--- src/ex_defs.svh ---
`ifndef EX_DEFS_SVH
`define EX_DEFS_SVH

// operand and result width
`define EX_WORD_W 32

// full product, or {remainder, quotient}
`define EX_DWORD_W 64

// byte lanes in one word
`define EX_LANES 4

// one quotient bit per step
`define EX_DIV_STEPS 32

`endif

--- src/ex_pkg.sv ---
`include "ex_defs.svh"

package ex_pkg;

    typedef logic [`EX_WORD_W-1:0]  word_t;
    typedef logic [`EX_DWORD_W-1:0] dword_t;
    typedef logic [`EX_LANES-1:0]   lane_mask_t;

    // one-hot, bit k rotates right by k bytes
    typedef logic [`EX_LANES-1:0]   lane_sel_t;

    // one-hot op codes, bit 0 first in the lists below
    // beq bne bgez bgtz blez bltz
    typedef logic [5:0] br_op_t;
    // lwr lwl lhu lh lbu lb lw
    typedef logic [6:0] ld_op_t;
    // swr swl sh sb sw
    typedef logic [4:0] st_op_t;

    typedef enum logic [1:0] {
        DIV_IDLE,
        DIV_RUN,
        DIV_FIX,
        DIV_DONE
    } div_state_t;

    typedef logic [$clog2(`EX_DIV_STEPS):0] step_cnt_t;

    // byte rotator shared by the load and store paths
    function automatic word_t rot_right_lanes(word_t data, lane_sel_t sel);
        return {`EX_WORD_W{sel[0]}} & data
             | {`EX_WORD_W{sel[1]}} & {data[7:0],  data[31:8]}
             | {`EX_WORD_W{sel[2]}} & {data[15:0], data[31:16]}
             | {`EX_WORD_W{sel[3]}} & {data[23:0], data[31:24]};
    endfunction

endpackage

--- src/br_comp.sv ---
`timescale 1ns/1ps
`include "ex_defs.svh"

module br_comp (
    input  ex_pkg::br_op_t br_op,
    input  ex_pkg::word_t  src1,
    input  ex_pkg::word_t  src2,
    output logic           br_taken
);

    logic src_eq;
    logic src1_zero;
    logic src1_neg;

    assign src_eq    = (src1 == src2);
    assign src1_zero = (src1 == '0);
    assign src1_neg  = src1[`EX_WORD_W-1];

    // op bits: beq bne bgez bgtz blez bltz
    assign br_taken = br_op[0] &&  src_eq
                   || br_op[1] && !src_eq
                   || br_op[2] && !src1_neg
                   || br_op[3] && !src1_neg && !src1_zero
                   || br_op[4] && (src1_neg || src1_zero)
                   || br_op[5] &&  src1_neg;

endmodule

--- config.mk ---
export PLATFORM = sky130hd
export DESIGN_NAME = br_comp
export DESIGN_NICKNAME = d
export VERILOG_FILES = /design/src/ex_pkg.sv /design/src/br_comp.sv
export VERILOG_INCLUDE_DIRS = /design/src
export SDC_FILE = /design/constraint.sdc
export NUM_CORES = 1
export LEC_CHECK = 0
export BUFFER_PORTS_ARGS = -buffer_cell sky130_fd_sc_hd__buf_2
export CAP_MARGIN = 25
export CORE_MARGIN = 2
export CORE_UTILIZATION = 31
export DETAILED_ROUTE_END_ITERATION = 10
export PLACE_DENSITY = 0.85
export SKIP_LAST_GASP = 1
export SLEW_MARGIN = 25
export SYNTH_ARGS = -nofsm -noshare
export SYNTH_HDL_FRONTEND = slang
export SYNTH_SLANG_ARGS = --single-unit
--- constraint.sdc ---
create_clock -name vclk -period 1.42
set_input_delay 0.284 -clock vclk [all_inputs]
set_output_delay 0.284 -clock vclk [all_outputs]
set_load 0.005 [all_outputs]
======== After elaboration in Yosys (flattened, before gate mapping) ========
Index checks and enable logic that the tools add are counted.
operators by class
  eq/ne operators ......................... 1
  reductions and logical operators ........ 17
operator list
  operator             number
  $eq A32 B32 Y1       1
  $logic_not A32 Y1    1
  $logic_and A1 B1 Y1  7
  $logic_or A1 B1 Y1   6
  $logic_not A1 Y1     3
word-level totals
  word-level logic and storage cells ...... 18
  bits in registers ....................... 0
  output and inout bits ................... 1
  bits of input ports ..................... 70

======== Logic depth before layout (Yosys ltp) ========
  depth after elaboration ................. 8
  mapped depth ............................ 5
  mapped depth without buffers ............ 5

======== Least setup slack after synthesis ========
Ideal clock, no wire load.
  kind .................................... in2out
  start point ............................. in src1[26]
  end point ............................... out br_taken
  stages on the path ...................... 5
  data required time ...................... 1.136 ns
  data arrival time ....................... 1.109 ns
  slack ................................... 0.027 ns
  path buffers ............................ 0
  cell sequence ........................... nor4_1 nand4_1 o21bai_1 mux2i_1 nand4b_1
on the way
  word-level cells in the longest chain between the ends .. 8
  elaborated cells between the ends (all ways) .. 14
  those cells by class .................... eq/ne (1); reduce/logical (13)
ends and longest elaborated chain
  item                  line           source
  start: declaration    br_comp.sv:6   input ex_pkg::word_t src1,
  $eq A32 B32 Y1        br_comp.sv:15  assign src_eq = (src1 == src2);
  $logic_not A1 Y1      br_comp.sv:21  || br_op[1] && !src_eq
  $logic_and A1 B1 Y1   br_comp.sv:21
  $logic_or A1 B1 Y1    br_comp.sv:21
  $logic_or A1 B1 Y1    br_comp.sv:22  || br_op[2] && !src1_neg
  $logic_or A1 B1 Y1    br_comp.sv:23  || br_op[3] && !src1_neg && !src1_zero
  $logic_or A1 B1 Y1 *  br_comp.sv:24  || br_op[4] && (src1_neg || src1_zero)
  $logic_or A1 B1 Y1 *  br_comp.sv:25  || br_op[5] && src1_neg;
  end: declaration      br_comp.sv:8   output logic br_taken
Mark *: on every way between the ends. The rest lies on a longest branch, timed or not.

======== Worst setup path in the final report ========
  start point ............................. in src1[9]
  end point ............................... out br_taken
Same word-level chain as after synthesis.

==> reports/metrics.cfg <==
[run_status]
status = complete, but fails checks
violations = setup timing

[power]
pwr-share-clk_pct = 0
p_sw_share_pct = 40.0
pwr-share-comb_pct = 100.0
leakagePower_nw = 0.399
cellPowerDensity_mw_per_mm2 = 276
p_sw_uw = 97.5
design_power_total_uw = 244
intPower_uw = 147
power_frac_seq_pct = 0
vdd_drop_max_v = 0.000135

[synth]
yosys.cell_count.top_type = xnor2_1
yosysTopAreaCell = xnor2_1
ys_warn_count = 0
synth-xor-area-share_pct = 60.1
synth_top_area_share_pct = 60.1
ys_top_cells_by_count = xnor2_1 (32), nand4_1 (10), nor4_1 (8), mux2i_1 (2), nor4_2 (2)
synth_top_family_by_area = XOR/XNOR gates
synth_cell_types = 9
netlist_area_sq_um = 467
synthTopCellsByArea = xnor2_1 (60%), nand4_1 (13%), nor4_1 (11%), nor4_2 (5.4%), mux2i_1 (4.3%)
synthMuxAreaShare_pct = 4.29
synthAdderAreaFrac_pct = 0
synth_compound_area_share_pct = 3.22
yosys.area_share.simple_pct = 32.4
synthCells = 58
syn_nets = 128
seq_area_frac_synth_pct = 0
post_synth.cell_area_avg_sq_um = 8.05

[timing]
finalSetupViolCount = 1
hold_viol = 0
fin_hold_ws_ns = 0.870
fin_crit_sh_pct = 122
rsz0062_at_grt = true
maxSlewHeadroom_pct = 79.3
drv_slew = 0
finalCriticalPeriod_ns = 1.73
clock.fmax_mhz = 578
worstMarginPinSlew_ns = 0.308
setup_ws_ns = -0.311

[routing]
num_vias = 726
antenna_left = 0
drc_errors = 0
vias_per_cell = 4.91
wirelength_um = 1640
drtIter0Drc = 0
firstDrtPassIters = 1
wl_per_cell_um = 11.0

[flow_run]
drv_cap = 0

[layout]
n_fill_cell = 141
stdcell_area_sq_um = 886
synthToLayoutAreaGrowth_pct = 89.8
seqCellArea_sq_um = 0
diodes = 0
final_util_pct = 60.9
nNetsFinal = 204
numSequentialCells = 0
drive_gt1_share_pct = 59.1
num-clock-buffers = 0

[min_path]
hp-start = br_op[3]
hp-class = primary input to output port

[floorplan]
die_w_um = 42.8
rows = 14
die_y_um = 42.8
dieArea_sq_mm = 0.00183
ios = 71
start_util_pct = 32.1
core-area_sq_mm = 0.00145

[global_route]
grt_pass1_vias = 692
grt_pass1_wl_um = 2750
grt_max_degree = 4
antenna_found_initial = 0
track_usage_pct = 18.3
overflow = 0

[setup_path]
cp.arrival_ns = 1.45
crit_slowest_cell = nor4_1
critPathMaxStageDelay_ns = 0.33
cp.required_ns = 1.14
path_cells = buf_2 > nor4_1 > nand4_1 > o21bai_1 > mux2i_1 > nand4b_1 > buf_2
path_max_fanout = 2
crit_family = simple AND/OR/NAND/NOR gates
start_kind = primary input
cpMostUsedCell = buf_2
worstPathBufferInverterCount = 2
endpoint_kind = output port
path_class = primary input to output port
setup.worst_path.start = src1[9]

[place]
numPortBuffers = 71
gp_routability_congestion = 0.750
dpl_cell_area_sq_um = 865
dp_slack_ns = -0.371

[clock_network]
postCtsSetupRepairBufs = 0

==> cell usage in the layout, fill, tap and decap left out <==
cell and count:
nor4_1 6, buf_2 71, a21boi_1 1, xnor2_1 32, mux2i_1 2, o21bai_1 1
nor4_4 1, nand4b_1 1, nand4_1 10, nor4_2 3, nand3_1 1, buf_4 3
==> repair_timing <==
action,4_1_cts,5_1_grt
hold buffers,0,0
hold endpoints to repair,0,0
resized for setup,2,1
endpoints found under the setup margin,1,1
==> routing by layer <==
layer / vias to the layer above / GRT usage, % / routed length, um
met5: - / 0 / 0
met4: 0 / 0 / 0
met3: 0 / 0.851 / 138
met2: 37 / 36.4 / 889
met1: 318 / 22.5 / 607
li1: 371 / - / -
==> final timing paths <==
check       end  slack [ns]  cells after the start
max    br_taken       -0.31                      7
min    br_taken        0.87                      4
==> through the flow <==
stage	TNS, ns	std cells
after floorplan	0	58
final	-0.311	148
after CTS	-0.319	148
after global placement	-0.337	148
after global routing	-0.429	148
after detailed placement	-0.371	148
==> layout make-up <==
cell class,count,area (sq um),share of cell area [%]
Tap cell,16,20.0,2.26
Timing Repair Buffer,74,378,42.7
Multi-Input combinational cell,58,488,55.1
==> logic make-up (layout without fill, tap and decap cells) <==
group	Yosys count	after routing
buffers and inverters	0	74
multiplexers	2	2
XOR/XNOR	32	32
AO/OA/AOI/OAI	2	2
AND/OR/NAND/NOR	22	22
==> power groups by stage <==
stage / clock [mW] / sequential (mW) / combinational [mW]
final: 0 / 0 / 0.244
after global placement: 0 / 0 / 0.236
after detailed placement: 0 / 0 / 0.241
after global routing: 0 / 0 / 0.270
after CTS: 0 / 0 / 0.245
after floorplan: 0 / 0 / 0.100
Power figures use the tool's default switching activity.
