===== config.mk =====
export PLATFORM = sky130hd
export DESIGN_NAME = ld_align
export DESIGN_NICKNAME = d
export VERILOG_FILES = /design/src/ex_pkg.sv /design/src/ld_align.sv
export VERILOG_INCLUDE_DIRS = /design/src
export SDC_FILE = /design/constraint.sdc
export NUM_CORES = 1
export LEC_CHECK = 0
export ABC_CLOCK_PERIOD_IN_PS = 3800
export BUFFER_PORTS_ARGS = -buffer_cell sky130_fd_sc_hd__clkbuf_2
export CAP_MARGIN = 20
export CORE_ASPECT_RATIO = 0.8
export CORE_MARGIN = 2
export CORE_UTILIZATION = 30
export DETAILED_ROUTE_END_ITERATION = 8
export GPL_TIMING_DRIVEN = 0
export SLEW_MARGIN = 20
export SYNTH_ARGS = -nofsm -noshare
export SYNTH_HDL_FRONTEND = slang
export SYNTH_SLANG_ARGS = --single-unit

===== constraint.sdc =====
create_clock -name vclk -period 3.8
set_clock_uncertainty 0.2 [all_clocks]
set_input_delay 0.95 -clock vclk [all_inputs]
set_output_delay 0.95 -clock vclk [all_outputs]
set_load 0.03 [all_outputs]

===== src/ex_defs.svh =====
`ifndef EX_DEFS_SVH
`define EX_DEFS_SVH

// operand and result width
`define EX_WORD_W 32

// full product, or {remainder, quotient}
`define EX_DWORD_W 64

// byte lanes in one word
`define EX_LANES 4

// one quotient bit per step
`define EX_DIV_STEPS 32

`endif


===== src/ex_pkg.sv =====
`include "ex_defs.svh"

package ex_pkg;

    typedef logic [`EX_WORD_W-1:0]  word_t;
    typedef logic [`EX_DWORD_W-1:0] dword_t;
    typedef logic [`EX_LANES-1:0]   lane_mask_t;

    // one-hot, bit k rotates right by k bytes
    typedef logic [`EX_LANES-1:0]   lane_sel_t;

    // one-hot op codes, bit 0 first in the lists below
    // beq bne bgez bgtz blez bltz
    typedef logic [5:0] br_op_t;
    // lwr lwl lhu lh lbu lb lw
    typedef logic [6:0] ld_op_t;
    // swr swl sh sb sw
    typedef logic [4:0] st_op_t;

    typedef enum logic [1:0] {
        DIV_IDLE,
        DIV_RUN,
        DIV_FIX,
        DIV_DONE
    } div_state_t;

    typedef logic [$clog2(`EX_DIV_STEPS):0] step_cnt_t;

    // byte rotator shared by the load and store paths
    function automatic word_t rot_right_lanes(word_t data, lane_sel_t sel);
        return {`EX_WORD_W{sel[0]}} & data
             | {`EX_WORD_W{sel[1]}} & {data[7:0],  data[31:8]}
             | {`EX_WORD_W{sel[2]}} & {data[15:0], data[31:16]}
             | {`EX_WORD_W{sel[3]}} & {data[23:0], data[31:24]};
    endfunction

endpackage


===== src/ld_align.sv =====
`timescale 1ns/1ps

module ld_align (
    input  ex_pkg::ld_op_t     ld_op,
    input  logic [1:0]         addr_low,
    input  ex_pkg::word_t      mem_rdata,
    input  logic               gr_we,
    output ex_pkg::word_t      ld_result,
    output ex_pkg::lane_mask_t reg_we_mask
);
    import ex_pkg::*;

    logic       op_lwr, op_lwl, op_lhu, op_lh, op_lbu, op_lb, op_lw;
    logic       op_byte, op_half, op_full, no_load;
    lane_mask_t a;
    lane_sel_t  rot;
    word_t      rotated;

    assign {op_lw, op_lb, op_lbu, op_lh, op_lhu, op_lwl, op_lwr} = ld_op;

    assign op_byte = op_lb || op_lbu;
    assign op_half = op_lh || op_lhu;
    assign op_full = op_lw || op_byte || op_half;
    assign no_load = (ld_op == '0);

    // one-hot byte address
    assign a = lane_mask_t'(1) << addr_low;

    // lwl brings lane a up to lane 3, lwr brings lane a down to lane 0
    assign rot[0] = op_lw || (op_byte || op_half) && a[0] || op_lwl && a[3] || op_lwr && a[0];
    assign rot[1] = op_byte && a[1] || op_lwl && a[0] || op_lwr && a[1];
    assign rot[2] = (op_byte || op_half) && a[2] || op_lwl && a[1] || op_lwr && a[2];
    assign rot[3] = op_byte && a[3] || op_lwl && a[2] || op_lwr && a[3];

    assign rotated = rot_right_lanes(mem_rdata, rot);

    always_comb begin
        if (op_lb) begin
            ld_result = {{24{rotated[7]}}, rotated[7:0]};
        end else if (op_lbu) begin
            ld_result = {24'b0, rotated[7:0]};
        end else if (op_lh) begin
            ld_result = {{16{rotated[15]}}, rotated[15:0]};
        end else if (op_lhu) begin
            ld_result = {16'b0, rotated[15:0]};
        end else begin
            ld_result = rotated;
        end
    end

    // lwl keeps the low register bytes, lwr the high ones
    assign reg_we_mask[0] = op_full || no_load && gr_we || op_lwl && a[3] || op_lwr;
    assign reg_we_mask[1] = op_full || no_load && gr_we
                         || op_lwl && (a[3] || a[2])
                         || op_lwr && (a[0] || a[1] || a[2]);
    assign reg_we_mask[2] = op_full || no_load && gr_we
                         || op_lwl && (a[3] || a[2] || a[1])
                         || op_lwr && (a[0] || a[1]);
    assign reg_we_mask[3] = op_full || no_load && gr_we || op_lwl || op_lwr && a[0];

endmodule


; After elaboration in Yosys (flattened, before gate mapping)
; Index checks and enable logic that the tools add are counted.
[totals]
regBits = 0
latchBits = 0
mem_bits_rw = 0
mem_bits_ro = 0
input_bits = 42
out_inout_bits = 36
elab_cells = 57
memories = 0
[op_classes]
addsub = 0
multipliers = 0
div = 0
n_lt_le_gt_ge = 0
eq_ne = 0
shift = 1
mux = 4
bitwise_logic = 7
n_reduce_logical = 45
[op_table]
columns = operator, n
row1 = $and 32x32->32, 4
row2 = $mux 32, 4
row3 = $or 32x32->32, 3
row4 = $logic_or 1x1->1, 27
row5 = $logic_and 1x1->1, 17
row6 = $logic_not 7->1, 1
row7 = $shl 1x2->4 const A, 1

; Depth between registers and ports, before layout
[logic_depth]
ltp_word = 14
depth_mapped = 8
ltp_nobuf = 5

; Worst setup path before layout
; OpenSTA, ideal clock, no wires.
[synth_path]
path_kind = input to output
from = in addr_low[0]
to = out ld_result[17]
arrival_time_ps = 2769
required_time_ps = 2650
path_slack_ps = -119
cell_stages = 7
n_path_buf = 2
cell_sequence = buf_2 > or4b_2 > o21ai_2 > o2bb2ai_2 > a221oi_4 > buf_6 > nand3_1
[synth_between]
elab_chain_len = 13
word_cells_on_any_way = 33
classes_between = shift (1) / mux (4) / bitwise (7) / reduce/logical (21)
[synth_lines]
columns = item, line
row1 = start: declaration, ld_align.sv:5  ; input logic [1:0] addr_low,
row2 = $shl 1x2->4 *, ld_align.sv:27  ; assign a = lane_mask_t'(1) << addr_low;
row3 = $logic_and 1x1->1, ld_align.sv:30  ; assign rot[0] = op_lw || (op_byte || op_half) && a[0] || op_lwl && a[3] || op_lwr && a[0];
row4 = $logic_or 1x1->1 (3 in series), ld_align.sv:30
row5 = $and 32x32->32, ex_pkg.sv:31  ; return {`EX_WORD_W{sel[0]}} & data
row6 = $or 32x32->32 (2 in series), ex_pkg.sv:31
row7 = $or 32x32->32 *, ex_pkg.sv:31
row8 = $mux 32, ld_align.sv:44  ; end else if (op_lhu) begin
row9 = $mux 32, ld_align.sv:42  ; end else if (op_lh) begin
row10 = $mux 32, ld_align.sv:40  ; end else if (op_lbu) begin
row11 = $mux 32 *, ld_align.sv:38  ; if (op_lb) begin
row12 = end: declaration, ld_align.sv:8  ; output ex_pkg::word_t ld_result,
; Mark *: on every way between the ends. The rest lies on a longest branch, timed or not.

; Worst setup path in the final report
[layout_path]
from = in ld_op[5]
to = out ld_result[17]
[layout_between]
elab_chain_len = 14
word_cells_on_any_way = 26
classes_between = mux (4) / bitwise (7) / reduce/logical (15)
[layout_lines]
columns = item, line
row1 = start: declaration, ld_align.sv:4  ; input ex_pkg::ld_op_t ld_op,
row2 = $logic_or 1x1->1, ld_align.sv:21  ; assign op_byte = op_lb || op_lbu;
row3 = $logic_or 1x1->1, "ld_align.sv:30, ld_align.sv:32"
row4 = $logic_and 1x1->1, ld_align.sv:30
row5 = $logic_or 1x1->1 (3 in series), ld_align.sv:30
row6 = $and 32x32->32, ex_pkg.sv:31
row7 = $or 32x32->32 (3 in series), ex_pkg.sv:31
row8 = $mux 32, ld_align.sv:44
row9 = $mux 32, ld_align.sv:42
row10 = $mux 32, ld_align.sv:40
row11 = $mux 32 *, ld_align.sv:38
; Marked as above.

==> key figures <==
Run status
  • Run status: complete, but fails checks
  • Violated checks: setup timing

STA
  • Pins Over Slew Limit: 0
  • Post-route minimum period: 4.06 ns
  • Min setup slack post-route: -0.257 ns
  • Final setup vio count: 24
  • Final setup TNS: -4.73 ns
  • Tcrit/Tclk final: 107%
  • Min Hold Slack: 2.09 ns
  • Slew @ Worst Pin: 0.544 ns
  • Worst rel slew slack: 63.7%
  • Final-report hold violation count: 0
  • Unrepaired setup endpoints after global routing: true
  • Fmax: 246 MHz

Route
  • Vias: 1947
  • Iter 0 DRT Violations: 131
  • ANT nets after route: 0
  • Routed len/inst: 17.5 um
  • DRT Pass-1 Iters: 4
  • Post-route DRC violation count: 0
  • Via-to-Cell Ratio: 5.73
  • Post-Route WL: 5.94 mm

Yosys
  • Most common cell in the netlist: mux2i_1
  • Synth top area share: 24.7%
  • Post-synth top cells: mux2i_1 (31), nand2_1 (26), nand3_1 (17), o21ai_0 (15)
  • Cell area after synthesis: 1260 sq um
  • Leading area contributor after synthesis: mux2i_1
  • Synth unique cells: 37
  • Syn_nets: 232
  • Ranking of synthesized cells by area: mux2i_1 (25%), nand2_1 (7.8%), a31oi_1 (7.0%), nand3_1 (6.8%), a221o_1 (6.4%)
  • Seq/Total Area, Yosys: 0%
  • Syn avg cell area: 6.61 sq um
  • Syn Inst Count: 190
  • Yosys warning total: 0

Clock tree
  • CTS Hold Bufs: 0

Power and ir drop
  • Power Total: 0.494 mW
  • Reg power frac: 0%
  • Switching pwr: 0.269 mW
  • Internal power: 0.225 mW
  • Pwr dens: 205 nW/um^2
  • Combinational Power Share: 100.0%
  • Switch share: 54.5%
  • Clock power frac: 0%
  • Peak supply drop: 0.114 mV
  • Leakage: 1.09 nW

Die
  • Die X: 76.3 um
  • Boundary Pins: 78
  • Row count: 21
  • Core Region: 4100 sq um
  • Die height: 61.9 um
  • Die area: 4720 sq um
  • Starting Density: 30.6%

Critical path
  • Crit path max fanout: 6
  • Bufs and invs on worst path: 5
  • CP endpoint: ld_result[17]
  • Critical path startpoint category: primary input
  • CP endpoint kind: output port
  • Setup CP Type: primary input to output port
  • Crit. Startpoint: ld_op[5]
  • CP Depth: 9
  • Worst Path Required: 2.65 ns
  • Cell chain of the critical path: buf_12, or4_4, o32a_1, buf_6, a221oi_4, buf_6, buf_12, nand3_4, buf_8
  • CP peak stage delay: 0.56 ns
  • Slowest-stage cell, CP: or4_4
  • Largest delay contributor family on the critical path: buffers and inverters
  • Worst EP arrival: 2.91 ns

Cells and area
  • FF+latch count: 0
  • Share of cells above drive strength 1: 52.7%
  • Final Util: 58.7%
  • Nets@finish: 327
  • # fillers: 378
  • Seq. cell area: 0 sq um
  • CLK BUF: 0
  • N_diodes: 0
  • Final Non-Filler Cells: 340
  • Synth-to-Final Area Change: 91.6%

Placement
  • Buffers on Ports: 78
  • GPL Wtd Cong: 0.804
  • Dpl cells: 325
  • DP HPWL: 3.87 mm

Global routing
  • First-pass GRT wire length: 9.18 mm
  • Gr usage total: 23.8%
  • Vias in the first global route: 1814
  • Largest net degree at the start of global routing: 11
  • Final global-route overflow total: 0
  • Initial antenna violation count: 0

Flow run
  • Max cap viols: 0

Hold path
  • Worst min path class: primary input to output port
-- layer usage --
layer,track usage (%),vias up,routed length [um]
met5,0,-,0
met1,34.9,920,2750
met2,41.1,87,2830
met3,0.867,4,327
met4,1.82,0,29
li1,-,936,-
-- placed cells by master (no fill, tap or decap), drive strengths merged, types with 2 or more instances in the layout --
cell and instances:
nand3 17, nor3 14, nand2 26, buf 60, o21ai 16, clkbuf 53
and3 2, a31oi 14, nand2b 2, a22oi 9, and2 3, mux2i 31
a21oi 3, a21o 2, nor2 6, a221o 8, o211ai 2
-- area by class of cell --
cell class | count | area (sq um) | area share (%)
Tap cell | 57 | 71.3 | 2.96
Multi-Input combinational cell | 170 | 1410 | 58.4
Buffer | 17 | 128 | 5.30
Timing Repair Buffer | 96 | 803 | 33.4
-- stage by stage --
step | cell area (sq um) | setup slack, ns
after floorplan | 1420 | -0.0245
after global placement | 1880 | -0.801
after detailed placement | 1880 | -0.826
after CTS | 2250 | -0.220
after global routing | 2410 | -0.300
final | 2410 | -0.257
-- worst min path at each step --
stage                     slack, ns  cells after the start          start              to
after floorplan                1.87                      2  mem_rdata[17]   ld_result[17]
after global placement         2.12                      4       ld_op[6]  reg_we_mask[3]
after detailed placement       2.13                      4       ld_op[6]  reg_we_mask[3]
after CTS                      2.11                      4  mem_rdata[16]   ld_result[16]
after global routing           2.11                      3   mem_rdata[8]    ld_result[8]
final                          2.09                      4  mem_rdata[27]   ld_result[27]
-- what timing repair did --
item	4_1_cts	5_1_grt
gates resized for setup	73	65
pin swaps	6	8
gates cloned	1	0
setup endpoints to repair	35	33
setup buffers	10	8
-- power by group through the flow --
stage / logic, mW / clock network (mW) / registers, mW
3_3_place_gp: 0.357 / 0 / 0
5_1_grt: 0.518 / 0 / 0
3_5_place_dp: 0.357 / 0 / 0
6_report: 0.494 / 0 / 0
4_1_cts: 0.449 / 0 / 0
2_1_floorplan: 0.245 / 0 / 0
-- cells by family after synthesis --
group	Yosys count	share of synthesized area, %
AOI/OAI and AO/OA	62	36.9
buffers and inverters	20	7.57
muxes	32	25.6
and+or+nand+nor	76	30.0
Note: power is estimated with default switching activity, not from simulation.
