**src/ex_defs.svh**
```systemverilog
`ifndef EX_DEFS_SVH
`define EX_DEFS_SVH

// operand and result width
`define EX_WORD_W 32

// full product, or {remainder, quotient}
`define EX_DWORD_W 64

// byte lanes in one word
`define EX_LANES 4

// one quotient bit per step
`define EX_DIV_STEPS 32

`endif

```
**src/ex_pkg.sv**
```systemverilog
`include "ex_defs.svh"

package ex_pkg;

    typedef logic [`EX_WORD_W-1:0]  word_t;
    typedef logic [`EX_DWORD_W-1:0] dword_t;
    typedef logic [`EX_LANES-1:0]   lane_mask_t;

    // one-hot, bit k rotates right by k bytes
    typedef logic [`EX_LANES-1:0]   lane_sel_t;

    // one-hot op codes, bit 0 first in the lists below
    // beq bne bgez bgtz blez bltz
    typedef logic [5:0] br_op_t;
    // lwr lwl lhu lh lbu lb lw
    typedef logic [6:0] ld_op_t;
    // swr swl sh sb sw
    typedef logic [4:0] st_op_t;

    typedef enum logic [1:0] {
        DIV_IDLE,
        DIV_RUN,
        DIV_FIX,
        DIV_DONE
    } div_state_t;

    typedef logic [$clog2(`EX_DIV_STEPS):0] step_cnt_t;

    // byte rotator shared by the load and store paths
    function automatic word_t rot_right_lanes(word_t data, lane_sel_t sel);
        return {`EX_WORD_W{sel[0]}} & data
             | {`EX_WORD_W{sel[1]}} & {data[7:0],  data[31:8]}
             | {`EX_WORD_W{sel[2]}} & {data[15:0], data[31:16]}
             | {`EX_WORD_W{sel[3]}} & {data[23:0], data[31:24]};
    endfunction

endpackage

```
**src/div_iter.sv**
```systemverilog
`timescale 1ns/1ps
`include "ex_defs.svh"

module div_iter (
    input  logic          clk,
    input  logic          div_signed,
    input  ex_pkg::word_t dividend,
    input  ex_pkg::word_t divisor,
    input  logic          div_load,
    input  logic          div_step,
    input  logic          div_fix,
    output ex_pkg::word_t quotient,
    output ex_pkg::word_t remainder
);
    import ex_pkg::*;

    word_t rem_q;
    word_t quo_q;
    word_t dvsr_q;
    logic  dvd_neg;
    logic  dvsr_neg;

    logic  dvd_sign;
    logic  dvsr_sign;
    word_t dvd_abs;
    word_t dvsr_abs;

    // partial remainder needs one extra bit before the compare
    logic [`EX_WORD_W:0] shifted;
    logic [`EX_WORD_W:0] diff;

    assign dvd_sign  = div_signed && dividend[`EX_WORD_W-1];
    assign dvsr_sign = div_signed && divisor[`EX_WORD_W-1];
    assign dvd_abs   = dvd_sign  ? -dividend : dividend;
    assign dvsr_abs  = dvsr_sign ? -divisor  : divisor;

    assign shifted = {rem_q, quo_q[`EX_WORD_W-1]};
    assign diff    = shifted - {1'b0, dvsr_q};

    always_ff @(posedge clk) begin
        if (div_load) begin
            rem_q    <= '0;
            quo_q    <= dvd_abs;
            dvsr_q   <= dvsr_abs;
            dvd_neg  <= dvd_sign;
            dvsr_neg <= dvsr_sign;
        end else if (div_step) begin
            // dividend bits shift out the top while quotient bits enter below
            if (!diff[`EX_WORD_W]) begin
                rem_q <= diff[`EX_WORD_W-1:0];
                quo_q <= {quo_q[`EX_WORD_W-2:0], 1'b1};
            end else begin
                rem_q <= shifted[`EX_WORD_W-1:0];
                quo_q <= {quo_q[`EX_WORD_W-2:0], 1'b0};
            end
        end else if (div_fix) begin
            // truncating division, remainder follows the dividend sign
            if (dvd_neg ^ dvsr_neg) begin
                quo_q <= -quo_q;
            end
            if (dvd_neg) begin
                rem_q <= -rem_q;
            end
        end
    end

    assign quotient  = quo_q;
    assign remainder = rem_q;

endmodule

```
**config.mk**
```make
export PLATFORM = sky130hd
export DESIGN_NAME = div_iter
export DESIGN_NICKNAME = d
export VERILOG_FILES = /design/src/ex_pkg.sv /design/src/div_iter.sv
export VERILOG_INCLUDE_DIRS = /design/src
export SDC_FILE = /design/constraint.sdc
export NUM_CORES = 1
export LEC_CHECK = 0
export BUFFER_PORTS_ARGS = -buffer_cell sky130_fd_sc_hd__buf_2
export CORE_MARGIN = 1
export CORE_UTILIZATION = 30
export CTS_CLUSTER_DIAMETER = 200
export DETAILED_ROUTE_END_ITERATION = 6
export GPL_ROUTABILITY_DRIVEN = 0
export HOLD_SLACK_MARGIN = 0.15
export SYNTH_ARGS = -nofsm -noshare
export SYNTH_HDL_FRONTEND = slang
export SYNTH_SLANG_ARGS = --single-unit
```
**constraint.sdc**
```tcl
create_clock -name clk -period 6.4 [get_ports clk]
set_input_delay 1.28 -clock clk [delete_from_list [all_inputs] [get_ports clk]]
set_output_delay 1.28 -clock clk [all_outputs]
set_load 0.05 [all_outputs]
```
* Word-level counts from Yosys, hierarchy flattened
Index checks and enable logic that the tools add are counted.
** Storage, ports and cells
- Flip-flop bits (word level) :: 98
- Input bits :: 69
- Output and inout bits :: 64
- Word-level logic and storage cells :: 30
** Operators by class
- $add $sub $neg :: 5
- Muxes and demuxes :: 11
- Bitwise operators :: 1
- Reduce and logical (&&, ||, !) cells :: 8
** Operators with widths (count)
- $mux W32 :: 10
- $neg A32 Y32 :: 4
- $sub A33 B32 Y33 :: 1
- $reduce_bool A3 Y1 :: 2
- $reduce_and A2 Y1 :: 2
- $reduce_bool A2 Y1 :: 2
- $logic_and A1 B1 Y1 :: 2
- $mux W1 :: 1
- $xor A1 B1 Y1 :: 1

* Logic depth before layout (Yosys ltp)
- Word-level depth :: 5
- Mapped depth :: 14
- Gate-level depth less buffers :: 12

* Worst setup path after synthesis
OpenSTA, ideal clock, no wires.
- Path type :: register -> register
- Start :: reg quo_q[31] (netlist: quotient[31])
- End :: reg rem_q[21] (netlist: remainder[21])
- Library setup time :: 0.122 ns
- Data arrival time :: 3.263 ns
- Data required time :: 6.278 ns
- Path slack :: 3.015 ns
- Stages on the path, launching flop included :: 14
- Path buffers :: 2
- Clock period less this slack :: 3.385 ns
- Cells stage by stage :: edfxtp_1 inv_1 ha_1 fa_1 nand2b_1 a21oi_1 nor2_1 a211oi_1 o21a_1 o211a_1 clkbuf_1 clkbuf_1 nor4_1 a221o_1
** On the way
- Word-level cells in the longest chain between the ends :: 3
** RTL lines
- start, declared :: RTL line div_iter.sv:18 : word_t quo_q;
- start signal, assigned :: RTL line div_iter.sv:43 : quo_q <= dvd_abs;
- start signal, assigned :: RTL line div_iter.sv:51 : quo_q <= {quo_q[`EX_WORD_W-2:0], 1'b1};
- start signal, assigned :: RTL line div_iter.sv:54 : quo_q <= {quo_q[`EX_WORD_W-2:0], 1'b0};
- $sub A33 B32 Y33 :: RTL line div_iter.sv:38 : assign diff = shifted - {1'b0, dvsr_q};
- $mux W32 :: RTL line div_iter.sv:49 : if (!diff[`EX_WORD_W]) begin
- $mux W32 :: RTL line div_iter.sv:47 : end else if (div_step) begin
- end signal, assigned :: RTL line div_iter.sv:50 : rem_q <= diff[`EX_WORD_W-1:0];
- end signal, assigned :: RTL line div_iter.sv:53 : rem_q <= shifted[`EX_WORD_W-1:0];
- end signal, assigned :: RTL line div_iter.sv:62 : rem_q <= -rem_q;
- end, declared :: RTL line div_iter.sv:17 : word_t rem_q;
No other way between the ends.
A chain may end at the register's enable or synchronous reset.

* Final worst setup path
- Start :: reg quo_q[31] (netlist: quotient[31])
- End :: reg rem_q[2] (netlist: remainder[2])
The elaborated chain is that of the path after synthesis.

==> flow_metrics.env <==
export IMPL_period_needed_ns=3.86
export IMPL_grt_max_degree=98
export IMPL_critPathLaunchType="flop"
export IMPL_layout_cells_most_common="buf_2"
export IMPL_critical_path_class="flop to flop"
export IMPL_synth_fp_nets=1122
export IMPL_netlist_area_mm2=0.00835
export IMPL_whs_path_depth=2
export IMPL_core_mm2=0.0271
export IMPL_cp_arrival_ns=4.04
export IMPL_p_leak_nw=3.90
export IMPL_totalPowerFinal_mw=2.81
export IMPL_grt_pass1_wl_um=37700
export IMPL_clock_sinks=98
export IMPL_wl_met1_um=11700
export IMPL_multi_input_area_mm2=0.00529
export IMPL_relSlewSlack=0.256
export IMPL_diodes=0
export IMPL_min_from="remainder[0]"
export IMPL_cpLargestDelayFamily="compound AO/OA/AOI/OAI gates"
export IMPL_register_area_mm2=0.00262
export IMPL_num_vias=7858
export IMPL_crit_buf_inv=2
export IMPL_synthCells=1016
export IMPL_antenna_found_initial=0
export IMPL_netlist_cell_type_count=68
export IMPL_status="finished clean"
export IMPL_slowest_delay_ns=0.54
export IMPL_path_cells="inv_1 > ha_1 > fa_1 > nand2b_1 > a21oi_1 > nor2_1 > a211oi_1 > o21a_1 > o211a_1 > buf_4 > nor2_1 > a311oi_1 > a211oi_1"
export IMPL_path_clk_slew_ns=0.07
export IMPL_place_hpwl_um=17800
export IMPL_synth_edff_count=66
export IMPL_cts_resized=0
export IMPL_hold_path_class="flop to flop"
export IMPL_die_x_um=169
export IMPL_fp_row_count=60
export IMPL_drc=0
export IMPL_io_pin_count=133
export IMPL_power_density_mw_per_mm2=292
export IMPL_mostFrequentLayoutCells="buf_2, a21oi_1, nor2_1"
export IMPL_die_h_um=169
export IMPL_synthArstFlopShare=0
export IMPL_path_max_fanout=44
export IMPL_slew_viol_final=0
export IMPL_met2_wirelength_um=10700
export IMPL_via_per_inst=5.27
export IMPL_worst_slew_pin_slew_ns=1.12
export IMPL_finalClockSkew_ns=0.0110
export IMPL_die_area_mm2=0.0285
export IMPL_netlist_top_cell_by_area="edfxtp_1"
export IMPL_rsz0062_at_grt="false"
export IMPL_layout_drive_gt1_share=0.148
export IMPL_wl_met3_um=1220
export IMPL_cp_required_ns=6.58
export IMPL_hold_viol=0
export IMPL_avgRoutedWirePerCell_um=16.0
export IMPL_setup_violations=0
export IMPL_worst_r2r_cell_count=13
export IMPL_ys_flop_type="edfxtp_1"
export IMPL_synth_area_leaders="edfxtp_1, dfxtp_1, xnor2_1"
export IMPL_cts_root_buf="clkbuf_16"
export IMPL_r2r_start="quotient[31]"
export IMPL_port_buffer_count=132
export IMPL_syn_to_final_growth_pct=15.1
export IMPL_rrSetupSlack_ns=2.54
export IMPL_ir_worst_vdd_mv=0.122
export IMPL_ctsLongestPathBuffers=2
export IMPL_fmax_mhz=259
export IMPL_track_usage=0.166
export IMPL_reg2reg_to="remainder[2]"
export IMPL_post_cts_buffers=0
export IMPL_tns_ns=0
export IMPL_ys_seq_area_frac=0.314
export IMPL_slowest_stage="edfxtp_1"
export IMPL_holdPathEnd="remainder[0]"
export IMPL_drt_pass1_iter_count=5
export IMPL_fin_crit_sh=0.603
export IMPL_top_layer="met4"
export IMPL_avgSynthCellArea_um2=8.21
export IMPL_grt_pass1_vias=7079
export IMPL_ys_ff_latch=98
export IMPL_wl_um=23800
export IMPL_num_nets_final=1221
export IMPL_yosysWarnings=0
export IMPL_maxCapViolCount=0
export IMPL_cts_hold_buf=0
export IMPL_grt_overflow_total=0
export IMPL_tritoncts="done"
export IMPL_drt_iter0_markers=491
export IMPL_antenna_left=0
export IMPL_start_util=0.308
export IMPL_endpoint_kind="flop"
export IMPL_fillers=2816
export IMPL_h_tree_depth=3
export IMPL_synth_top_area_frac=0.237
export IMPL_cts_inserted_buffers=9
export IMPL_clock_latency_ns=0.36
-- cell usage after synthesis, types with 5 or more instances --
master     count
nand2_1       79
a21oi_1      108
edfxtp_1      66
nor3_1        34
a31oi_1       22
buf_2          5
o21ai_1       16
dfxtp_1       32
o21ai_0       46
o21a_1         5
o41ai_1        7
o21bai_1       5
or3_1         15
or4_1         10
xnor2_1       62
clkbuf_1      39
nand2b_1      17
and2_1         6
nor4_1        12
mux2i_1       17
nand3_1       10
o2111ai_1      5
o211ai_1      13
nor2_1        92
a21o_1        12
inv_1         63
a211oi_1      26
xor2_1        58
and3_1         6
ha_1          36
nand4_1       11
o31ai_1       16
-- flip-flops by register name, summed over array words and instances, names as in the netlist --
| signal | cells |
|---|---|
| dvsr_neg | 1 |
| remainder | 32 |
| dvd_neg | 1 |
| dvsr_q | 32 |
| quotient | 32 |
-- power breakdown --
group          switching, mW  leakage, nW  internal, mW
Combinational          0.859         2.84         0.456
Clock                  0.255        0.137         0.303
Sequential             0.150        0.923         0.784
Total                   1.26         3.90          1.54
-- routing by layer --
metal,vias up,global-route usage
met2,231,0.268
li1,3923,-
met4,0,0.0364
met5,-,0
met3,17,0.0290
met1,3687,0.229
-- cell families after synthesis --
logic type | synth area share
DFF | 0.314
buffers and inverters | 0.0520
muxes | 0.0244
adders and majority gates | 0.0564
AOI/OAI and AO/OA | 0.233
and+or+nand+nor | 0.194
xor gates and xnor gates | 0.126
-- worst max-delay path by stage --
stage,start,endpoint,slack (ns),cells past startpoint
6_report,quotient[31],remainder[2],2.54,13
5_1_grt,quotient[31],remainder[2],2.35,13
4_1_cts,quotient[31],remainder[2],2.53,13
3_5_place_dp,dividend[4],quotient[29],2.52,9
3_3_place_gp,dividend[4],quotient[29],2.56,9
2_1_floorplan,quotient[31],remainder[21],3.02,13
-- stage by stage --
step	worst slack, ns	area (um^2)	hold WS, ns	cells	util
after floorplan	3.02	8350	0.642	1016	-
after global placement	2.56	9320	0.563	1476	0.344
after detailed placement	2.52	9320	0.568	1476	0.344
after CTS	2.53	9610	0.580	1492	0.355
after global routing	2.35	9610	0.636	1492	0.355
final	2.54	9610	0.573	1492	0.355
-- worst register-to-register path, delay by kind of cell (launching register included) --
family | cells | cell delay (ns)
AND/OR/NAND/NOR | 3 | 0.46
buffers and inverters | 2 | 0.55
AO/OA/AOI/OAI | 6 | 1.53
flip-flops | 1 | 0.54
adder cells (fa/ha/maj) | 2 | 0.62
-- layout make-up --
type / count / share of cell area
Multi-Input combinational cell: 806 / 0.551
Sequential cell: 98 / 0.273
Timing Repair Buffer: 137 / 0.0729
Tap cell: 372 / 0.0484
Inverter: 63 / 0.0246
Clock buffer: 9 / 0.0234
Clock inverter: 7 / 0.00703
(Power assumes the default switching activity.)
