$ cat config.mk
export PLATFORM = sky130hd
export DESIGN_NAME = st_align
export DESIGN_NICKNAME = d
export VERILOG_FILES = /design/src/ex_pkg.sv /design/src/st_align.sv
export VERILOG_INCLUDE_DIRS = /design/src
export SDC_FILE = /design/constraint.sdc
export NUM_CORES = 1
export LEC_CHECK = 0
export BUFFER_PORTS_ARGS = -buffer_cell sky130_fd_sc_hd__buf_4
export CAP_MARGIN = 20
export CORE_ASPECT_RATIO = 1.2
export CORE_MARGIN = 2
export CORE_UTILIZATION = 51
export DETAILED_ROUTE_END_ITERATION = 12
export PLACE_DENSITY = 0.92
export SLEW_MARGIN = 20
export SYNTH_ARGS = -nofsm -noshare
export SYNTH_HDL_FRONTEND = slang
export SYNTH_SLANG_ARGS = --single-unit
$ cat constraint.sdc
create_clock -name vclk -period 2.7
set_input_delay 0.27 -clock vclk [all_inputs]
set_output_delay 0.27 -clock vclk [all_outputs]
set_load 0.01 [all_outputs]
$ cat src/ex_defs.svh
`ifndef EX_DEFS_SVH
`define EX_DEFS_SVH

// operand and result width
`define EX_WORD_W 32

// full product, or {remainder, quotient}
`define EX_DWORD_W 64

// byte lanes in one word
`define EX_LANES 4

// one quotient bit per step
`define EX_DIV_STEPS 32

`endif

$ cat src/ex_pkg.sv
`include "ex_defs.svh"

package ex_pkg;

    typedef logic [`EX_WORD_W-1:0]  word_t;
    typedef logic [`EX_DWORD_W-1:0] dword_t;
    typedef logic [`EX_LANES-1:0]   lane_mask_t;

    // one-hot, bit k rotates right by k bytes
    typedef logic [`EX_LANES-1:0]   lane_sel_t;

    // one-hot op codes, bit 0 first in the lists below
    // beq bne bgez bgtz blez bltz
    typedef logic [5:0] br_op_t;
    // lwr lwl lhu lh lbu lb lw
    typedef logic [6:0] ld_op_t;
    // swr swl sh sb sw
    typedef logic [4:0] st_op_t;

    typedef enum logic [1:0] {
        DIV_IDLE,
        DIV_RUN,
        DIV_FIX,
        DIV_DONE
    } div_state_t;

    typedef logic [$clog2(`EX_DIV_STEPS):0] step_cnt_t;

    // byte rotator shared by the load and store paths
    function automatic word_t rot_right_lanes(word_t data, lane_sel_t sel);
        return {`EX_WORD_W{sel[0]}} & data
             | {`EX_WORD_W{sel[1]}} & {data[7:0],  data[31:8]}
             | {`EX_WORD_W{sel[2]}} & {data[15:0], data[31:16]}
             | {`EX_WORD_W{sel[3]}} & {data[23:0], data[31:24]};
    endfunction

endpackage

$ cat src/st_align.sv
`timescale 1ns/1ps

module st_align (
    input  ex_pkg::st_op_t     st_op,
    input  logic [1:0]         addr_low,
    input  ex_pkg::word_t      rt_data,
    output ex_pkg::word_t      st_data,
    output ex_pkg::lane_mask_t mem_we
);
    import ex_pkg::*;

    logic       op_swr, op_swl, op_sh, op_sb, op_sw;
    lane_mask_t a;
    lane_sel_t  rot;

    assign {op_sw, op_sb, op_sh, op_swl, op_swr} = st_op;

    assign a = lane_mask_t'(1) << addr_low;

    // sb, sh and swr shift left by a, swl puts byte 3 at lane a
    assign rot[0] = op_sw || op_sb && a[0] || op_sh && a[0] || op_swl && a[3] || op_swr && a[0];
    assign rot[1] = op_sb && a[3] || op_swl && a[2] || op_swr && a[3];
    assign rot[2] = op_sb && a[2] || op_sh && a[2] || op_swl && a[1] || op_swr && a[2];
    assign rot[3] = op_sb && a[1] || op_swl && a[0] || op_swr && a[1];

    assign st_data = rot_right_lanes(rt_data, rot);

    assign mem_we[0] = op_sw || op_sb && a[0] || op_sh && a[0] || op_swl || op_swr && a[0];
    assign mem_we[1] = op_sw || op_sb && a[1] || op_sh && a[0]
                    || op_swl && (a[3] || a[2] || a[1])
                    || op_swr && (a[0] || a[1]);
    assign mem_we[2] = op_sw || op_sb && a[2] || op_sh && a[2]
                    || op_swl && (a[3] || a[2])
                    || op_swr && (a[0] || a[1] || a[2]);
    assign mem_we[3] = op_sw || op_sb && a[3] || op_sh && a[2] || op_swl && a[3] || op_swr;

endmodule

# Word level (Yosys, flattened, before mapping)

Index checks and enable logic that the tools add are counted.

Output and inout bits: 36
Input port bits: 39
Word-level logic and storage cells: 55
Flip-flop bits (word level): 0

Shifts and indexed selects: 1
Reductions and logical operators: 47
Bitwise gates (word level): 7

Operators by type and width:

| operator                                         | number |
|---|---|
| AND 32 bit                                       | 4 |
| bitwise OR 32 bit                                | 3 |
| logical OR 1 bit                                 | 29 |
| logical AND 1 bit                                | 18 |
| << shifter 1 x 2 -> 4 bit (first input constant) | 1 |

# Depth between registers and ports, before layout

Gate-level depths: netlist of the first run.

Depth after elaboration: 10
Mapped depth: 6
Depth with buffers taken out: 3

# Least setup slack after synthesis of the first run

Ideal clock, no wire load.

Path kind: input to output
From: input port addr_low[0]
To: output port st_data[21]
Stages: 4
Slack: 1.223 ns
Buffers on the path: 2
Arrival: 1.207 ns
Data required time: 2.430 ns
Cell sequence: buf_2 o31a_1 buf_4 o221ai_1

Word-level cells in the longest chain between the ends: 10
Elaborated cells between the ends (all ways): 33
Those cells by class: shift (1); bitwise (7); reduce/logical (25)

Ends and longest elaborated chain:

| what                            | line           | text |
|---|---|---|
| from (decl)                     | st_align.sv:5  | `input logic [1:0] addr_low,` |
| << shifter 1 x 2 -> 4 bit *     | st_align.sv:18 | `assign a = lane_mask_t'(1) << addr_low;` |
| logical AND 1 bit               | st_align.sv:21 | `assign rot[0] = op_sw \|\| op_sb && a[0] \|\| op_sh && a[0] \|\| op_swl && a[3] \|\| op_swr && a[0];` |
| logical OR 1 bit (4 in series)  | st_align.sv:21 |  |
| AND 32 bit                      | ex_pkg.sv:31   | `` return {`EX_WORD_W{sel[0]}} & data `` |
| bitwise OR 32 bit (2 in series) | ex_pkg.sv:31   |  |
| bitwise OR 32 bit *             | ex_pkg.sv:31   |  |
| to (decl)                       | st_align.sv:7  | `output ex_pkg::word_t st_data,` |

Mark *: on every way between the ends. The rest lies on a longest branch, timed or not.

# Worst setup path after layout of the first run

From: input port st_op[0]
To: output port st_data[31]

Word-level cells in the longest chain between the ends: 6
Elaborated cells between the ends (all ways): 15
Those cells by class: bitwise (7); reduce/logical (8)

Ends and longest elaborated chain:

| what                                 | line                           | text |
|---|---|---|
| from (decl)                          | st_align.sv:4                  | `input ex_pkg::st_op_t st_op,` |
| logical AND 1 bit (on tied branches) | st_align.sv:21, st_align.sv:22 |  |
| logical OR 1 bit (on tied branches)  | st_align.sv:21, st_align.sv:22 |  |
| AND 32 bit (on tied branches)        | ex_pkg.sv:31, ex_pkg.sv:32     |  |
| bitwise OR 32 bit (2 in series)      | ex_pkg.sv:31                   |  |
| bitwise OR 32 bit *                  | ex_pkg.sv:31                   |  |

Marked as above.

==> results of run 1 <==
per-stage QoR:
| step | util | hold slack, ps | setup WS, ps |
|---|---|---|---|
| 2_1_floorplan | - | 655 | 1220 |
| 6_report | 0.713 | 863 | 678 |
| 3_5_place_dp | 0.713 | 865 | 678 |
| 5_1_grt | 0.713 | 884 | 543 |
| 4_1_cts | 0.713 | 864 | 676 |
| 3_3_place_gp | 0.713 | 854 | 720 |
layout make-up:
type,instances,share of cell area
Tap cell,33,0.0231
Timing Repair Buffer,76,0.320
Multi-Input combinational cell,117,0.588
Inverter,33,0.0694
layout by cell type (no fill, tap or decap):
| cell | netlist | layout |
|---|---|---|
| mux2_1 | 2 | 2 |
| o31ai_1 | 1 | 1 |
| nand2_1 | 1 | 1 |
| nor2_1 | 3 | 3 |
| nor4_1 | 1 | 1 |
| mux2_2 | 30 | 30 |
| or3b_1 | 1 | 1 |
| or2_1 | 1 | 1 |
| o21ai_1 | 1 | 1 |
| nand3_1 | 32 | 32 |
| o21bai_1 | 2 | 2 |
| o31a_4 | 1 | 1 |
| o31a_1 | 1 | 1 |
| nand3b_1 | 1 | 1 |
| a21oi_1 | 3 | 3 |
| nor3_2 | 1 | 1 |
| or3_1 | 2 | 2 |
| buf_4 | 4 | 76 |
| o221ai_1 | 15 | 15 |
| a31oi_1 | 1 | 1 |
| o221ai_2 | 17 | 17 |
| inv_1 | 33 | 33 |
final timing paths:
check                 slack [ps]     endpoint  cells past startpoint
worst max-delay path         680  st_data[31]                      5
worst min-delay path         860    mem_we[0]                      4
cells in the mapped netlist (2+ instances only):
cell type   n
a21oi_1     3
buf_2       8
buf_4       4
buf_6       6
inv_1      33
mux2_1      2
mux2_2     30
nand3_1    32
nor2_1      3
o21bai_1    2
o221ai_1   15
o221ai_2   17
or3_1       2
metal layers:
metal  GRT usage  vias to the layer above  wire [µm]
met5           0                        -          0
met2       0.436                       45       1900
met3      0.0177                        0        197
met1       0.261                      707       1440
li1            -                      759          -
met4      0.0193                        0          0
cell families after synthesis:
| group | after synthesis | share of synthesized area |
|---|---|---|
| buffers and inverters | 52 | 0.202 |
| and+or+nand+nor | 43 | 0.172 |
| AOI/OAI and AO/OA | 42 | 0.351 |
| muxes | 32 | 0.274 |
power by group through the flow:
| stage | Clock, mW | Combinational [mW] | Sequential, mW |
|---|---|---|---|
| after floorplan | 0 | 0.239 | 0 |
| after global placement | 0 | 0.381 | 0 |
| after detailed placement | 0 | 0.389 | 0 |
| after CTS | 0 | 0.390 | 0 |
| after global routing | 0 | 0.421 | 0 |
| final | 0 | 0.389 | 0 |
==> results.md, run 1 <==
- CP max stage delay: 790 ps
- Wire per inst: between 10 and 15 µm
- Post-Place Cell Area: 0.00178 mm²
- Worst path slowest cell: or3b_1
- Crit path capture type: output port
- Crit path cell chain: buf_4, or3b_1, nand3_1, o221ai_1, buf_4
- Sequential share of the synthesized area: 0
- Largest net degree at the start of global routing: 42
- Gr usage total: 0.219
- Crit. Startpoint: st_op[0]
- Antenna Violating Nets Remaining: 0
- Routed via count: ~1,500
- Grt ovf: 0
- Post-Layout Cell Count: 259
- VDD IR-drop max: about 0.15 mV
- Switching Share: 0.482
- Cell area after layout: 0.00178 mm²
- Initial antenna violation count: 0
- Seq Cell Count: 0
- Post-route setup TNS: 0 ps
- Post-CTS Setup Bufs: 0
- Rows: 20
- Synth Area per Inst: 7.77 µm²
- Vias in the first global route: 1,355
- Req. time, crit path: 2430 ps
- Maxcap violations: 0
- FF/Latch Area: 0 µm²
- Antenna cells: 0
- Cells after DPL: 259
- Core ar.: approximately 0.0025 mm²
- Detailed placement HPWL: 2620 µm
- Arrival time at the worst endpoint: 1750 ps
- Area growth, synth to finish: 35.8%
- Routed WL: between 3000 and 4000 µm
- Final Power: 0.389 mW
- # fillers: 210
- Synth top area share: 0.257
- Synth Warn #: 0
- Reg power frac: 0
- DIE WIDTH: approximately 50 µm
- HP Start: st_op[4]
- Final setup fails: 0
- FMAX: a little under 0.5 GHz
- Fin. Hold Viols: 0
- Synthesized netlist cell count: about 170
- Most used cell, CP: buf_4
- Post-synth cell types: 25
- Post-synth net total: 208
- Top cells by area, synth: mux2_2 26%, o221ai_2 19%, nand3_1 12%
- Layout cells sized above 1: 0.553
- RSZ-0062 raised after global routing: no
- First-pass GRT wire length: 5480 µm
- Static Leak: 0.846 nW
- Final worst path period share: 0.749
- # hold bufs at CTS: 0
- Bufs and invs on worst path: 2
- Nets@finish: 267
- Syn Std Cell Area: approximately 0.0013 mm²
- DR iter-0 viols: 37
- Worst hold path class: primary input to output port
- Effective utilization at floorplan: 0.525
- PostCTS Resize Cnt: 0
- DRC Markers: 0
- CP top delay family: simple AND/OR/NAND/NOR gates
- Max Transition Viols Final: 0
- Ports: 75
- IO buf count: 75
- Pint: slightly above 0.2 mW
- CLK BUF: 0
- Power per Cell Area: 218 mW/mm²
- Die H: 59.6 µm
- Crit path kind: primary input to output port
- Min Tclk post-route: 2020 ps
- Area of the multi-input gates: 0.00105 mm²
- Die ar.: 0.00300 mm²
- Logic pwr share: 1.000
- Worst-margin pin slew: 1020 ps
- Setup crit start kind: primary input
- Cell taking the most area after synthesis: mux2_2
- Via density: 5.83
- Psw: 0.187 mW
- GP Congestion: between 0.7 and 0.8
- Status: finished, final reports clean
- Clock power share: 0
- Pre-antenna DRT Iters: 4
- CP Max Fanout: 33
- Slew HR: 0.319
No activity file was read; power rests on OpenSTA's default activity.
==> run 2: changes to the inputs <==
- CORE_UTILIZATION: 51 -> 47
- PLACE_DENSITY: 0.92 -> 0.86
- clock period: 2.7 -> 2 ns (I/O delays scaled with it)
==> results.md, run 2 (same netlist as run 1, synthesis figures left out) <==
- Status: finished, final reports clean
- DR iter-0 viols: 23
- Setup crit start kind: primary input
- Max Transition Viols Final: 0
- DIE WIDTH: 52.3 µm
- Switching Share: 0.476
- Logic pwr share: 1.000
- CP max stage delay: between 800 and 900 ps
- CLK BUF: 0
- Die H: 61.9 µm
- Crit path capture type: output port
- CP Max Fanout: 32
- Effective utilization at floorplan: 0.481
- DRC Markers: 0
- Most common cell after layout, fill and taps aside: buf_4
- Antenna cells: 0
- Core ar.: 0.00273 mm²
- Grt ovf: 0
- Ports: 75
- GP Congestion: 0.756
- Final core utilization: 0.666
- Arrival time at the worst endpoint: 1630 ps
- IO buf count: 75
- Static Leak: 0.865 nW
- FF/Latch Area: 0 µm²
- Antenna Violating Nets Remaining: 0
- Rows: 21
- Fin. Hold Viols: 0
- Largest net degree at the start of global routing: 34
- Worst-margin pin slew: 1050 ps
- Crit path kind: primary input to output port
- Pint: 0.280 mW
- FMAX: 0.546 GHz
- Die ar.: 0.00324 mm²
- Detailed placement HPWL: roughly 2700 µm
- Final setup fails: 0
- # hold bufs at CTS: 0
- Final worst path period share: 0.915
- Pre-antenna DRT Iters: 4
- Seq Cell Count: 0
- Most used cell, CP: buf_4
- VDD IR-drop max: 0.160 mV
- Area growth, synth to finish: 38.6%
- Post-CTS Setup Bufs: 0
- Most frequent cells in the layout: 78 x buf_4, 33 x inv_1, 32 x nand3_1, 30 x mux2_2, 17 x o221ai_2
- Min Tclk post-route: 1830 ps
- Slew HR: 0.297
- Vias in the first global route: 1,332
- Cell area after layout: roughly 0.0018 mm²
- Worst hold path class: primary input to output port
- # fillers: between 200 and 300
- Initial antenna violation count: 0
- Req. time, crit path: between 1500 and 2000 ps
- Reg power frac: 0
- Post-Place Cell Area: approximately 0.0018 mm²
- Routed WL: 3620 µm
- Routed via count: 1,520
- Nets@finish: 270
- Layout cells sized above 1: 0.559
- Via density: 5.78
- PostCTS Resize Cnt: 0
- RSZ-0062 raised after global routing: no
- Worst path slowest cell: or2_1
- Post-route setup TNS: 0 ps
- Wire per inst: 13.8 µm
- Maxcap violations: 0
- Power per Cell Area: 294 mW/mm²
- Gr usage total: 0.209
- Psw: between 0.2 and 0.3 mW
- First-pass GRT wire length: about 5500 µm
- Clock power share: 0
- Crit path cell chain: buf_4, or2_1, nand3_1, o221ai_2, buf_4
[run 2: stage by stage]
| stage | power, mW | std cells | worst slack, ps | hold slack, ps |
|---|---|---|---|---|
| finish | 0.536 | 263 | 169 | 708 |
| global route | 0.584 | 263 | 16.8 | 729 |
| CTS | 0.539 | 263 | 174 | 712 |
| detailed placement | 0.537 | 263 | 174 | 713 |
| global placement | 0.527 | 263 | 227 | 710 |
| floorplan | 0.322 | 169 | 663 | 515 |
[run 2: area by class of cell]
cell class                 instances  area (µm²)  share of cell area
tap                               34        42.5              0.0234
timing repair buffer              79         606               0.333
multi-input combinational        117        1050               0.576
inverter                          33         124              0.0680
[run 2: worst paths after layout]
| check | from | to | slack (ps) | cells past startpoint |
|---|---|---|---|---|
| hold / removal | st_op[4] | mem_we[3] | 710 | 3 |
| setup / recovery | addr_low[0] | st_data[20] | 170 | 5 |
[run 2: metal layers]
metal	GRT usage	routed length, µm	vias to the layer above
met1	0.239	1510	708
li1	-	-	769
met4	0.0147	26	0
met2	0.447	1980	41
met5	0	0	-
met3	0	113	2
[run 2: power by group through the flow]
stage	Sequential, mW	Combinational [mW]	Clock, mW
3_5_place_dp	0	0.537	0
6_report	0	0.536	0
3_3_place_gp	0	0.527	0
2_1_floorplan	0	0.322	0
5_1_grt	0	0.584	0
4_1_cts	0	0.539	0
[run 2: worst max-delay path: cells and delay by family]
kind                   cells  cell delay (ps)
AO/OA/AOI/OAI              1              120
buffers and inverters      2              300
AND/OR/NAND/NOR            2              990
